==> src/rtl/sh7034_pkg.sv <==
`default_nettype none

package sh7034_pkg;

	// Internal peripheral bus
	localparam int IBUS_ADDR_W = 28;
	localparam int IBUS_DATA_W = 32;

	typedef logic [IBUS_ADDR_W-1:0] ibus_addr_t;
	typedef logic [IBUS_DATA_W-1:0] ibus_data_t;

	// Bit i of the prescaler vector pulses every 2**(i+1) cycles
	localparam int PRESC_W = 13;

	typedef logic [PRESC_W-1:0] presc_ce_t;

	typedef logic [7:0]  wdt_cnt_t;
	typedef logic [15:0] timer_cnt_t;

	// Both watchdog registers are written through WTCSR_ADDR
	localparam ibus_addr_t WTCSR_ADDR = 28'h5FFFFB8;
	localparam ibus_addr_t WTCNT_ADDR = 28'h5FFFFB9;

	localparam logic [7:0] WDT_KEY_CSR = 8'hA5;
	localparam logic [7:0] WDT_KEY_CNT = 8'h5A;

	localparam int WDT_OVF_PULSE_DEF = 128;

	// Timer channel bases
	localparam ibus_addr_t ITU0_BASE = 28'h5FFFF04;
	localparam ibus_addr_t ITU1_BASE = 28'h5FFFF0E;

	// Register offsets within a channel
	localparam ibus_addr_t ITU_TCR_OFS  = 28'd0;
	localparam ibus_addr_t ITU_TIER_OFS = 28'd1;
	localparam ibus_addr_t ITU_TSR_OFS  = 28'd2;
	localparam ibus_addr_t ITU_TCNT_OFS = 28'd4;
	localparam ibus_addr_t ITU_GRA_OFS  = 28'd6;

endpackage

`default_nettype wire
==> src/rtl/sh7034_periph.sv <==
`timescale 1ns/1ps
`default_nettype none

module sh7034_periph
	import sh7034_pkg::*;
#(
	parameter int         WDT_OVF_PULSE = WDT_OVF_PULSE_DEF,
	parameter ibus_addr_t ITU0_ADDR     = ITU0_BASE,
	parameter ibus_addr_t ITU1_ADDR     = ITU1_BASE
)
(
	input  logic       CLK,
	input  logic       RST_N,

	input  ibus_addr_t bus_a,
	input  ibus_data_t bus_di,
	input  logic       bus_we,
	input  logic       bus_req,
	output ibus_data_t bus_do,

	output logic       wdtovf_n,
	output logic       iti_irq,
	output logic [1:0] imia_irq,
	output logic [1:0] ovi_irq,
	output logic [1:0] tioca
);

	presc_ce_t  presc_ce;
	logic       wdt_hit;
	logic       itu0_hit;
	logic       itu1_hit;
	ibus_data_t wdt_data;
	ibus_data_t itu0_data;
	ibus_data_t itu1_data;

	clk_prescaler i_presc (
		.CLK      (CLK),
		.RST_N    (RST_N),
		.presc_ce (presc_ce)
	);

	wdt #(.OVF_PULSE(WDT_OVF_PULSE)) i_wdt (
		.CLK      (CLK),
		.RST_N    (RST_N),
		.presc_ce (presc_ce),
		.bus_a    (bus_a),
		.bus_di   (bus_di),
		.bus_we   (bus_we),
		.bus_req  (bus_req),
		.rd_hit   (wdt_hit),
		.rd_data  (wdt_data),
		.iti_irq  (iti_irq),
		.wdtovf_n (wdtovf_n)
	);

	itu_channel #(.CH_BASE(ITU0_ADDR)) i_itu0 (
		.CLK      (CLK),
		.RST_N    (RST_N),
		.presc_ce (presc_ce),
		.bus_a    (bus_a),
		.bus_di   (bus_di),
		.bus_we   (bus_we),
		.bus_req  (bus_req),
		.rd_hit   (itu0_hit),
		.rd_data  (itu0_data),
		.imia_irq (imia_irq[0]),
		.ovi_irq  (ovi_irq[0]),
		.tioca    (tioca[0])
	);

	itu_channel #(.CH_BASE(ITU1_ADDR)) i_itu1 (
		.CLK      (CLK),
		.RST_N    (RST_N),
		.presc_ce (presc_ce),
		.bus_a    (bus_a),
		.bus_di   (bus_di),
		.bus_we   (bus_we),
		.bus_req  (bus_req),
		.rd_hit   (itu1_hit),
		.rd_data  (itu1_data),
		.imia_irq (imia_irq[1]),
		.ovi_irq  (ovi_irq[1]),
		.tioca    (tioca[1])
	);

	ibus_read_mux i_rd_mux (
		.CLK       (CLK),
		.RST_N     (RST_N),
		.bus_req   (bus_req),
		.bus_we    (bus_we),
		.wdt_hit   (wdt_hit),
		.itu0_hit  (itu0_hit),
		.itu1_hit  (itu1_hit),
		.wdt_data  (wdt_data),
		.itu0_data (itu0_data),
		.itu1_data (itu1_data),
		.bus_do    (bus_do)
	);

endmodule

`default_nettype wire

==> src/rtl/ibus_read_mux.sv <==
`timescale 1ns/1ps
`default_nettype none

module ibus_read_mux
	import sh7034_pkg::*;
(
	input  logic       CLK,
	input  logic       RST_N,
	input  logic       bus_req,
	input  logic       bus_we,

	input  logic       wdt_hit,
	input  logic       itu0_hit,
	input  logic       itu1_hit,
	input  ibus_data_t wdt_data,
	input  ibus_data_t itu0_data,
	input  ibus_data_t itu1_data,

	output ibus_data_t bus_do
);

	ibus_data_t rd_sel;

	// Unmapped reads fall through to zero
	assign rd_sel = ({IBUS_DATA_W{wdt_hit}} & wdt_data) |
		({IBUS_DATA_W{itu0_hit}} & itu0_data) |
		({IBUS_DATA_W{itu1_hit}} & itu1_data);

	always_ff @(posedge CLK or negedge RST_N) begin
		if (!RST_N) begin
			bus_do <= '0;
		end else if (bus_req && !bus_we) begin
			bus_do <= rd_sel;
		end
	end

	// Peripheral address ranges must not overlap
	a_hit_onehot: assert property (@(posedge CLK) disable iff (!RST_N)
		$onehot0({wdt_hit, itu0_hit, itu1_hit}));

endmodule

`default_nettype wire

==> src/rtl/itu_channel.sv <==
`timescale 1ns/1ps
`default_nettype none

module itu_channel
	import sh7034_pkg::*;
#(
	parameter ibus_addr_t CH_BASE = ITU0_BASE
)
(
	input  logic       CLK,
	input  logic       RST_N,

	input  presc_ce_t  presc_ce,

	input  ibus_addr_t bus_a,
	input  ibus_data_t bus_di,
	input  logic       bus_we,
	input  logic       bus_req,
	output logic       rd_hit,
	output ibus_data_t rd_data,

	output logic       imia_irq,
	output logic       ovi_irq,
	output logic       tioca
);

	logic [1:0] tpsc;
	logic       cclr;
	logic       str;
	logic       imiae;
	logic       ovie;
	logic       imfa;
	logic       ovf;
	timer_cnt_t tcnt;
	timer_cnt_t gra;
	logic       sel_tcr;
	logic       sel_tier;
	logic       sel_tsr;
	logic       sel_tcnt;
	logic       sel_gra;
	logic       wr;
	logic       tpsc_ce;
	logic       tick;
	logic       cmp;
	logic       wrap;

	assign sel_tcr  = bus_a == CH_BASE + ITU_TCR_OFS;
	assign sel_tier = bus_a == CH_BASE + ITU_TIER_OFS;
	assign sel_tsr  = bus_a == CH_BASE + ITU_TSR_OFS;
	assign sel_tcnt = bus_a == CH_BASE + ITU_TCNT_OFS;
	assign sel_gra  = bus_a == CH_BASE + ITU_GRA_OFS;
	assign wr       = bus_req && bus_we;

	always_comb begin
		case (tpsc)
			2'd0:    tpsc_ce = 1'b1;
			2'd1:    tpsc_ce = presc_ce[0];
			2'd2:    tpsc_ce = presc_ce[1];
			default: tpsc_ce = presc_ce[2];
		endcase
	end

	assign tick = str && tpsc_ce;
	assign cmp  = tick && tcnt == gra;
	assign wrap = tick && tcnt == 16'hFFFF;

	always_ff @(posedge CLK or negedge RST_N) begin
		if (!RST_N) begin
			tpsc  <= 2'd0;
			cclr  <= 1'b0;
			str   <= 1'b0;
			imiae <= 1'b0;
			ovie  <= 1'b0;
			imfa  <= 1'b0;
			ovf   <= 1'b0;
			tcnt  <= '0;
			gra   <= 16'hFFFF;
			tioca <= 1'b0;
		end else begin
			if (wr && sel_tcr) begin
				tpsc <= bus_di[1:0];
				cclr <= bus_di[5];
				str  <= bus_di[6];
			end
			if (wr && sel_tier) begin
				imiae <= bus_di[0];
				ovie  <= bus_di[2];
			end
			if (wr && sel_gra) begin
				gra <= bus_di[15:0];
			end

			// Writing 0 clears a flag but a new event wins
			imfa <= cmp || ((wr && sel_tsr) ? (imfa && bus_di[0]) : imfa);
			ovf  <= wrap || ((wr && sel_tsr) ? (ovf && bus_di[2]) : ovf);

			if (wr && sel_tcnt) begin
				tcnt <= bus_di[15:0];
			end else if (cmp && cclr) begin
				tcnt <= '0;
			end else if (tick) begin
				tcnt <= tcnt + 16'd1;
			end

			if (cmp) begin
				tioca <= !tioca;
			end
		end
	end

	assign imia_irq = imfa && imiae;
	assign ovi_irq  = ovf && ovie;

	assign rd_hit = bus_req && !bus_we && (sel_tcr || sel_tier || sel_tsr || sel_tcnt || sel_gra);

	always_comb begin
		rd_data = '0;
		if (sel_tcr) begin
			rd_data[7:0] = {1'b0, str, cclr, 3'b000, tpsc};
		end else if (sel_tier) begin
			rd_data[7:0] = {5'b00000, ovie, 1'b0, imiae};
		end else if (sel_tsr) begin
			rd_data[7:0] = {5'b00000, ovf, 1'b0, imfa};
		end else if (sel_tcnt) begin
			rd_data[15:0] = tcnt;
		end else if (sel_gra) begin
			rd_data[15:0] = gra;
		end
	end

	// Output only toggles on an edge that sets the compare flag
	a_tioca_on_cmp: assert property (@(posedge CLK) disable iff (!RST_N)
		$changed(tioca) |-> imfa);

endmodule

`default_nettype wire

==> src/rtl/wdt.sv <==
`timescale 1ns/1ps
`default_nettype none

module wdt
	import sh7034_pkg::*;
#(
	parameter int OVF_PULSE = WDT_OVF_PULSE_DEF
)
(
	input  logic       CLK,
	input  logic       RST_N,

	input  presc_ce_t  presc_ce,

	input  ibus_addr_t bus_a,
	input  ibus_data_t bus_di,
	input  logic       bus_we,
	input  logic       bus_req,
	output logic       rd_hit,
	output ibus_data_t rd_data,

	output logic       iti_irq,
	output logic       wdtovf_n
);

	localparam int PULSE_W = $clog2(OVF_PULSE + 1);

	logic               ovf;
	logic               wt_it;
	logic               tme;
	logic [2:0]         cks;
	wdt_cnt_t           wtcnt;
	logic [PULSE_W-1:0] pulse_cnt;
	logic               csr_wr;
	logic               cnt_wr;
	logic               cks_ce;
	logic               tick;
	logic               wrap;

	// Key in the upper byte of the low half word, value in the low byte
	assign csr_wr = bus_req && bus_we && bus_a == WTCSR_ADDR && bus_di[15:8] == WDT_KEY_CSR;
	assign cnt_wr = bus_req && bus_we && bus_a == WTCSR_ADDR && bus_di[15:8] == WDT_KEY_CNT;

	always_comb begin
		case (cks)
			3'd0:    cks_ce = presc_ce[0];
			3'd1:    cks_ce = presc_ce[5];
			3'd2:    cks_ce = presc_ce[6];
			3'd3:    cks_ce = presc_ce[7];
			3'd4:    cks_ce = presc_ce[8];
			3'd5:    cks_ce = presc_ce[9];
			3'd6:    cks_ce = presc_ce[11];
			default: cks_ce = presc_ce[12];
		endcase
	end

	assign tick = tme && cks_ce;
	assign wrap = tick && wtcnt == 8'hFF;

	always_ff @(posedge CLK or negedge RST_N) begin
		if (!RST_N) begin
			ovf       <= 1'b0;
			wt_it     <= 1'b0;
			tme       <= 1'b0;
			cks       <= 3'd0;
			wtcnt     <= '0;
			pulse_cnt <= '0;
		end else begin
			if (csr_wr) begin
				wt_it <= bus_di[6];
				tme   <= bus_di[5];
				cks   <= bus_di[2:0];
			end
			// OVF is clear-only from the bus
			ovf <= wrap || (csr_wr ? (ovf && bus_di[7]) : ovf);

			if (cnt_wr) begin
				wtcnt <= bus_di[7:0];
			end else if (tick) begin
				wtcnt <= wtcnt + 8'd1;
			end

			// No retrigger while a pulse is running
			if (wrap && wt_it && pulse_cnt == '0) begin
				pulse_cnt <= PULSE_W'(OVF_PULSE);
			end else if (pulse_cnt != '0) begin
				pulse_cnt <= pulse_cnt - PULSE_W'(1);
			end
		end
	end

	assign iti_irq  = ovf && !wt_it;
	assign wdtovf_n = pulse_cnt == '0;

	assign rd_hit  = bus_req && !bus_we && (bus_a == WTCSR_ADDR || bus_a == WTCNT_ADDR);
	assign rd_data = (bus_a == WTCNT_ADDR) ? ibus_data_t'(wtcnt) :
		ibus_data_t'({ovf, wt_it, tme, 2'b00, cks});

	// Overflow pulse returns high exactly OVF_PULSE cycles after it falls
	a_ovf_pulse_len: assert property (@(posedge CLK) disable iff (!RST_N)
		$fell(wdtovf_n) |-> ##OVF_PULSE wdtovf_n);

endmodule

`default_nettype wire

==> src/rtl/clk_prescaler.sv <==
`timescale 1ns/1ps
`default_nettype none

module clk_prescaler
	import sh7034_pkg::*;
(
	input  logic      CLK,
	input  logic      RST_N,

	output presc_ce_t presc_ce
);

	logic [PRESC_W-1:0] div_cnt;
	logic [PRESC_W-1:0] tap;

	// Tap i fires when the low i+1 counter bits are all ones
	for (genvar i = 0; i < PRESC_W; i++) begin : g_tap
		assign tap[i] = &div_cnt[i:0];
	end

	always_ff @(posedge CLK or negedge RST_N) begin
		if (!RST_N) begin
			div_cnt  <= '0;
			presc_ce <= '0;
		end else begin
			div_cnt  <= div_cnt + PRESC_W'(1);
			presc_ce <= tap;
		end
	end

endmodule

`default_nettype wire

==> config.mk <==
export PLATFORM = sky130hd
export DESIGN_NAME = sh7034_periph
export DESIGN_NICKNAME = d
export VERILOG_FILES = /design/src/rtl/sh7034_pkg.sv /design/src/rtl/sh7034_periph.sv /design/src/rtl/ibus_read_mux.sv /design/src/rtl/itu_channel.sv /design/src/rtl/wdt.sv /design/src/rtl/clk_prescaler.sv
export SDC_FILE = /design/constraint.sdc
export NUM_CORES = 1
export LEC_CHECK = 0
export ABC_CLOCK_PERIOD_IN_PS = 6300
export BUFFER_PORTS_ARGS = -buffer_cell sky130_fd_sc_hd__buf_2
export CAP_MARGIN = 20
export CELL_PAD_IN_SITES_DETAIL_PLACEMENT = 1
export CELL_PAD_IN_SITES_GLOBAL_PLACEMENT = 2
export CORE_MARGIN = 2
export CORE_UTILIZATION = 38
export DETAILED_ROUTE_END_ITERATION = 6
export GPL_ROUTABILITY_DRIVEN = 0
export GPL_TIMING_DRIVEN = 0
export PLACE_DENSITY_LB_ADDON = 0.3
export RECOVER_POWER = 100
export SLEW_MARGIN = 20
export SYNTH_ARGS = -nofsm -noshare
export SYNTH_HDL_FRONTEND = slang
export SYNTH_HIERARCHICAL = 1
export SYNTH_SLANG_ARGS = --single-unit
==> constraint.sdc <==
create_clock -name CLK -period 6.3 [get_ports CLK]
set_clock_uncertainty 0.05 [all_clocks]
set_input_delay 0.63 -clock CLK [delete_from_list [all_inputs] [get_ports CLK]]
set_output_delay 0.63 -clock CLK [all_outputs]
set_load 0.02 [all_outputs]
== Yosys cells after proc, flatten, opt, wreduce, memory -nomap -nowiden ==
Cells that the tools add are included.
W data, S select, Z words.

* Multipliers: 0
* Divide/modulo/power cells: 0
* $add $sub $neg: 5
* Equality and inequality tests: 29
* Order comparisons: 0
* Shift operators: 0
* Reduce and logical (&&, ||, !) cells: 79
* Muxes and demuxes: 35
* Bitwise logic cells: 5

{| class="wikitable"
|+ Operator list
! kind !! number
|-
| $eq A28 B27 Y1 const B || 12
|-
| $mux W16 || 10
|-
| $mux W8 || 17
|-
| $and A32 B16 Y32 || 2
|-
| $or A32 B32 Y32 || 2
|-
| $logic_and A1 B1 Y1 || 40
|-
| $add A16 B1 Y16 const B || 2
|-
| $and A32 B8 Y32 || 1
|-
| $eq A16 B16 Y1 || 2
|-
| $eq A16 B16 Y1 const B || 2
|-
| $eq A8 B8 Y1 const B || 2
|-
| $logic_or A1 B1 Y1 || 14
|-
| $add A13 B1 Y13 const B || 1
|-
| $reduce_and A13 Y1 || 1
|-
| $reduce_and A12 Y1 || 1
|-
| $reduce_and A11 Y1 || 1
|-
| $reduce_and A10 Y1 || 1
|-
| $eq A3 B3 Y1 const B || 3
|-
| $reduce_and A9 Y1 || 1
|-
| $add A8 B1 Y8 const B || 1
|-
| $eq A8 B7 Y1 const B || 1
|-
| $logic_not A8 Y1 || 1
|-
| $reduce_and A8 Y1 || 1
|-
| $reduce_bool A8 Y1 || 1
|-
| 19 further kinds || 33
|}

* Memories kept: 0
* Memory bits (writable): 0
* Logic and storage cells: 182
* Latch bits: 0
* Output and inout bits: 40
* Input port bits: 64
* Register bits after elaboration: 162
* Bits in read-only memories: 0

== Logic depth before layout (Yosys ltp) ==
* Depth after elaboration: 9
* Gate-level depth with buffers: 10
* Gate-level depth less buffers: 8

== Modules after synthesis ==
Netlist, hierarchy kept.

{| class="wikitable"
|+ By module, submodules not included
! module !! area each (um2) !! cells each !! sequential area each (um2) !! instances
|-
| itu_channel at i_itu1 || 2921.6 || 313 || 1046.0 || 1
|-
| itu_channel at i_itu0 || 2860.2 || 293 || 1046.0 || 1
|-
| ibus_read_mux || 1670.4 || 142 || 800.8 || 1
|-
| wdt || 1616.6 || 172 || 550.5 || 1
|-
| clk_prescaler || 953.4 || 62 || 650.6 || 1
|}

== Worst setup path after synthesis ==
No wires, ideal clock.

* Kind: in2reg
* Start point: input port bus_a[5]
* End point: register i_itu0.gra[0]
* Cell stages on the path: 7
* Buffers on the path: 2
* Slack: 3.502 ns
* Setup time: 0.082 ns
* Data arrival time: 2.665 ns
* Data required time: 6.168 ns
* Cells stage by stage: or4_4 > nor4_4 > nand2_4 > or4_4 > buf_6 > buf_12 > mux2_4

* Word-level cells in the longest chain between the ends: 2

{| class="wikitable"
|+ Ends and longest elaborated chain
! element !! RTL line !! text
|-
| start, declared || sh7034_periph.sv:15 || <nowiki>input ibus_addr_t bus_a,</nowiki>
|-
| $eq A28 B27 Y1 || itu_channel.sv:51 || <nowiki>assign sel_gra = bus_a == CH_BASE + ITU_GRA_OFS;</nowiki>
|-
| $logic_and A1 B1 Y1 || itu_channel.sv:89 || <nowiki>if (wr && sel_gra) begin</nowiki>
|-
| end signal, assigned || itu_channel.sv:90 || <nowiki>gra <= bus_di[15:0];</nowiki>
|-
| end, declared || itu_channel.sv:35 || <nowiki>timer_cnt_t gra;</nowiki>
|}

Every way passes these cells.
A chain may end at the register's enable or synchronous reset.

== Worst setup path after layout ==
* Start point: input port bus_a[4]
* End point: register i_rd_mux.bus_do[7]

* Word-level cells in the longest chain between the ends: 9
* Elaborated cells on any way between the ends: 40
* Classes of those cells: eq/ne (12); mux (11); bitwise (5); reduce/logical (12)

{| class="wikitable"
|+ Ends and longest elaborated chain
! element !! RTL line !! text
|-
| $eq A28 B27 Y1 (on tied branches) || itu_channel.sv:47, itu_channel.sv:48 ||
|-
| $logic_or A1 B1 Y1 (3 in series) || itu_channel.sv:114 || <nowiki>assign rd_hit = bus_req && !bus_we && (sel_tcr || sel_tier || sel_tsr || sel_tcnt || sel_gra);</nowiki>
|-
| $logic_or A1 B1 Y1 * || itu_channel.sv:114 ||
|-
| $logic_and A1 B1 Y1 * || itu_channel.sv:114 ||
|-
| via itu0_hit || sh7034_periph.sv:30 || <nowiki>logic itu0_hit;</nowiki>
|-
| $and A32 B16 Y32 * || ibus_read_mux.sv:26 || <nowiki>({IBUS_DATA_W{itu0_hit}} & itu0_data) |</nowiki>
|-
| $or A32 B32 Y32 * || ibus_read_mux.sv:25 || <nowiki>assign rd_sel = ({IBUS_DATA_W{wdt_hit}} & wdt_data) |</nowiki>
|-
| $or A32 B32 Y32 * || ibus_read_mux.sv:26 ||
|-
| end signal, assigned || ibus_read_mux.sv:33 || <nowiki>bus_do <= rd_sel;</nowiki>
|-
| end, declared || ibus_read_mux.sv:19 || <nowiki>output ibus_data_t bus_do</nowiki>
|}

The timed path passes the listed nets; every way through them passes the cells marked *.

==> metrics.yaml <==
status: "finished with violations"
violations: "capacitance limit, slew limit"
cts_tree: "yes"
endpoint: "i_rd_mux/bus_do[7]"
dr.pass1.iters: 6
core_region_area_mm2: 0.0259
setup_violations: 0
critPathBufInv: 2
fmax_mhz: 221
r2r_end: "i_itu1/tcnt[2]"
r2r_slack_ps: 3230
antenna_found_initial: 0
power_leakage_nw: 4.95
grt_max_degree: 63
worst_pin_slew_ps: 2320
dp_slack_ps: 2780
critical_path.top_delay_family: "simple AND/OR/NAND/NOR gates"
finalSetupTns_ps: 0
drt-vias-per-instance: 5.42
io_pins: 104
synth.avg_cell_area_um2: 10.2
power_density_mw_per_mm2: 198
grt-ovfl-total: 0
period_needed_ps: 4530
max_slew_margin_pct: -54.9
final_cells: 1489
diodes: 0
die_w_um: 166
drive_gt1_share_pct: 20.3
ctsResizeCount: 0
portBuffers: 87
crit_type: "primary input to flop"
synthesis.area_mm2: 0.00995
cp.required_ps: 6610
reg2reg_from: "i_itu1/tcnt[5]"
cp_slowest_cell: "nor4b_1"
layout_commonest_cell: "dfrtp_1"
worstSetupStartpoint: "bus_a[4]"
placementRows: 59
chipHeight_um: 166
hold_viol: 0
start_util_pct: 38.4
clk_latency_ps: 440
path_max_fanout: 10
cts_sinks: 159
cp-end-kind: "flop"
hpwlAfterDp_mm: 22.7
drv_cap: 3
clkTransAtPathRegs_ps: 80
cpPeakStageDelay_ps: 1340
drv_slew: 52
cts_setup_buffers: 0
grt_pass1_vias: 8502
post_drt_wl_per_cell_um: 20.1
place_inst: 1457
grt_setup_unrepaired: "false"
timing.final.crit_share_pct: 71.9
area_growth_pct: 14.2
grt_first_pass_wirelength_mm: 48.1
fillers: 3046
path_depth: 8
routed_wl_mm: 29.9
setup_slack_ps: 1770
hold_class: "flop to flop"
yosys_warnings: 6
postRouteAntennaNets: 0
drc: 0
path_cells: "buf_2 -> or4_2 -> nor4_1 -> nand2_4 -> nor4b_1 -> clkbuf_1 -> a222oi_1 -> mux2i_1"
clock_path_buffers: 2
htree_levels: 4
drtIter0Drc: 444
final_cell_mix: "127 x dfrtp_1, 76 x nor2_1, 74 x clkbuf_1, 64 x mux2i_1, 59 x nand2_1"
reg2reg_depth: 7
cp_data_arrival_time_ps: 4840
cts_hold_buf: 0
grt_usage_pct: 22.3
vias: 8077
dieArea_mm2: 0.0275
cts-root-buf: "clkbuf_16"
numCtsBuffers: 17
layout.nets: 1214
syn_inst: 979
startpoint_type: "primary input"
ir_worst_vdd_mv: 0.153
-- worst min path at each step --
stage / from / end / slack [ps] / cells after the start
5_1_grt: i_presc/div_cnt[12] / i_presc/div_cnt[12] / 450 / 1
3_5_place_dp: i_presc/div_cnt[12] / i_presc/div_cnt[12] / 410 / 1
6_report: i_presc/div_cnt[12] / i_presc/div_cnt[12] / 420 / 1
4_1_cts: RST_N / i_itu1/imfa / 3 / 1
2_1_floorplan: RST_N / i_itu0/cclr / 280 / 0
3_3_place_gp: i_presc/div_cnt[12] / i_presc/div_cnt[12] / 400 / 1
-- worst register-to-register path, delay by kind of cell, from the launching register on --
family	cells	cell delay [ps]
xor gates and xnor gates	1	160
DFF	1	320
AOI/OAI and AO/OA	2	640
buffers and inverters	1	290
and+or+nand+nor	3	1490
-- registers in the layout, summed over array words and instances (netlist names), 2 cells and up --
| name | cells |
|---|---|
| i_itu0/gra | 16 |
| i_itu0/tcnt | 16 |
| i_itu0/tpsc | 2 |
| i_itu1/gra | 16 |
| i_itu1/tcnt | 16 |
| i_itu1/tpsc | 2 |
| i_presc/div_cnt | 13 |
| i_presc/presc_ce | 10 |
| i_rd_mux/bus_do | 32 |
| i_wdt/cks | 3 |
| i_wdt/pulse_cnt | 8 |
| i_wdt/wtcnt | 8 |
-- metrics by stage --
| step | power (mW) | cell area (um2) | utilization, % | hold WS, ps |
|---|---|---|---|---|
| floorplan | 1.11 | 10100 | - | 284 |
| global placement | 1.18 | 11000 | 42.5 | 399 |
| detailed placement | 1.18 | 11100 | 42.8 | 410 |
| CTS | 2.28 | 11700 | 45.2 | 2.91 |
| global route | 2.33 | 11400 | 43.9 | 450 |
| finish | 2.25 | 11400 | 43.9 | 420 |
-- layer usage --
layer | part of all wire (%) | GRT usage, %
met1 | 46 | 30.2
met2 | 47 | 36.7
met3 | 3.9 | 3.43
met4 | 2.6 | 7.56
met5 | 0 | 0
-- final cells by class --
class	instances	area (um2)	area share [%]
timing repair buffer	90	443	3.90
sequential	159	4020	35.4
inverter	51	191	1.68
buffer	99	618	5.44
tap	335	419	3.69
multi-input combinational	723	5050	44.5
clock buffer	17	425	3.74
clock inverter	15	193	1.70
-- power by group --
| part | internal, mW | total [mW] | switching [mW] |
|---|---|---|---|
| Combinational | 0.0540 | 0.138 | 0.0840 |
| Clock | 0.575 | 1.09 | 0.513 |
| Sequential | 1.02 | 1.02 | 0.00000313 |
(Power assumes the default switching activity.)
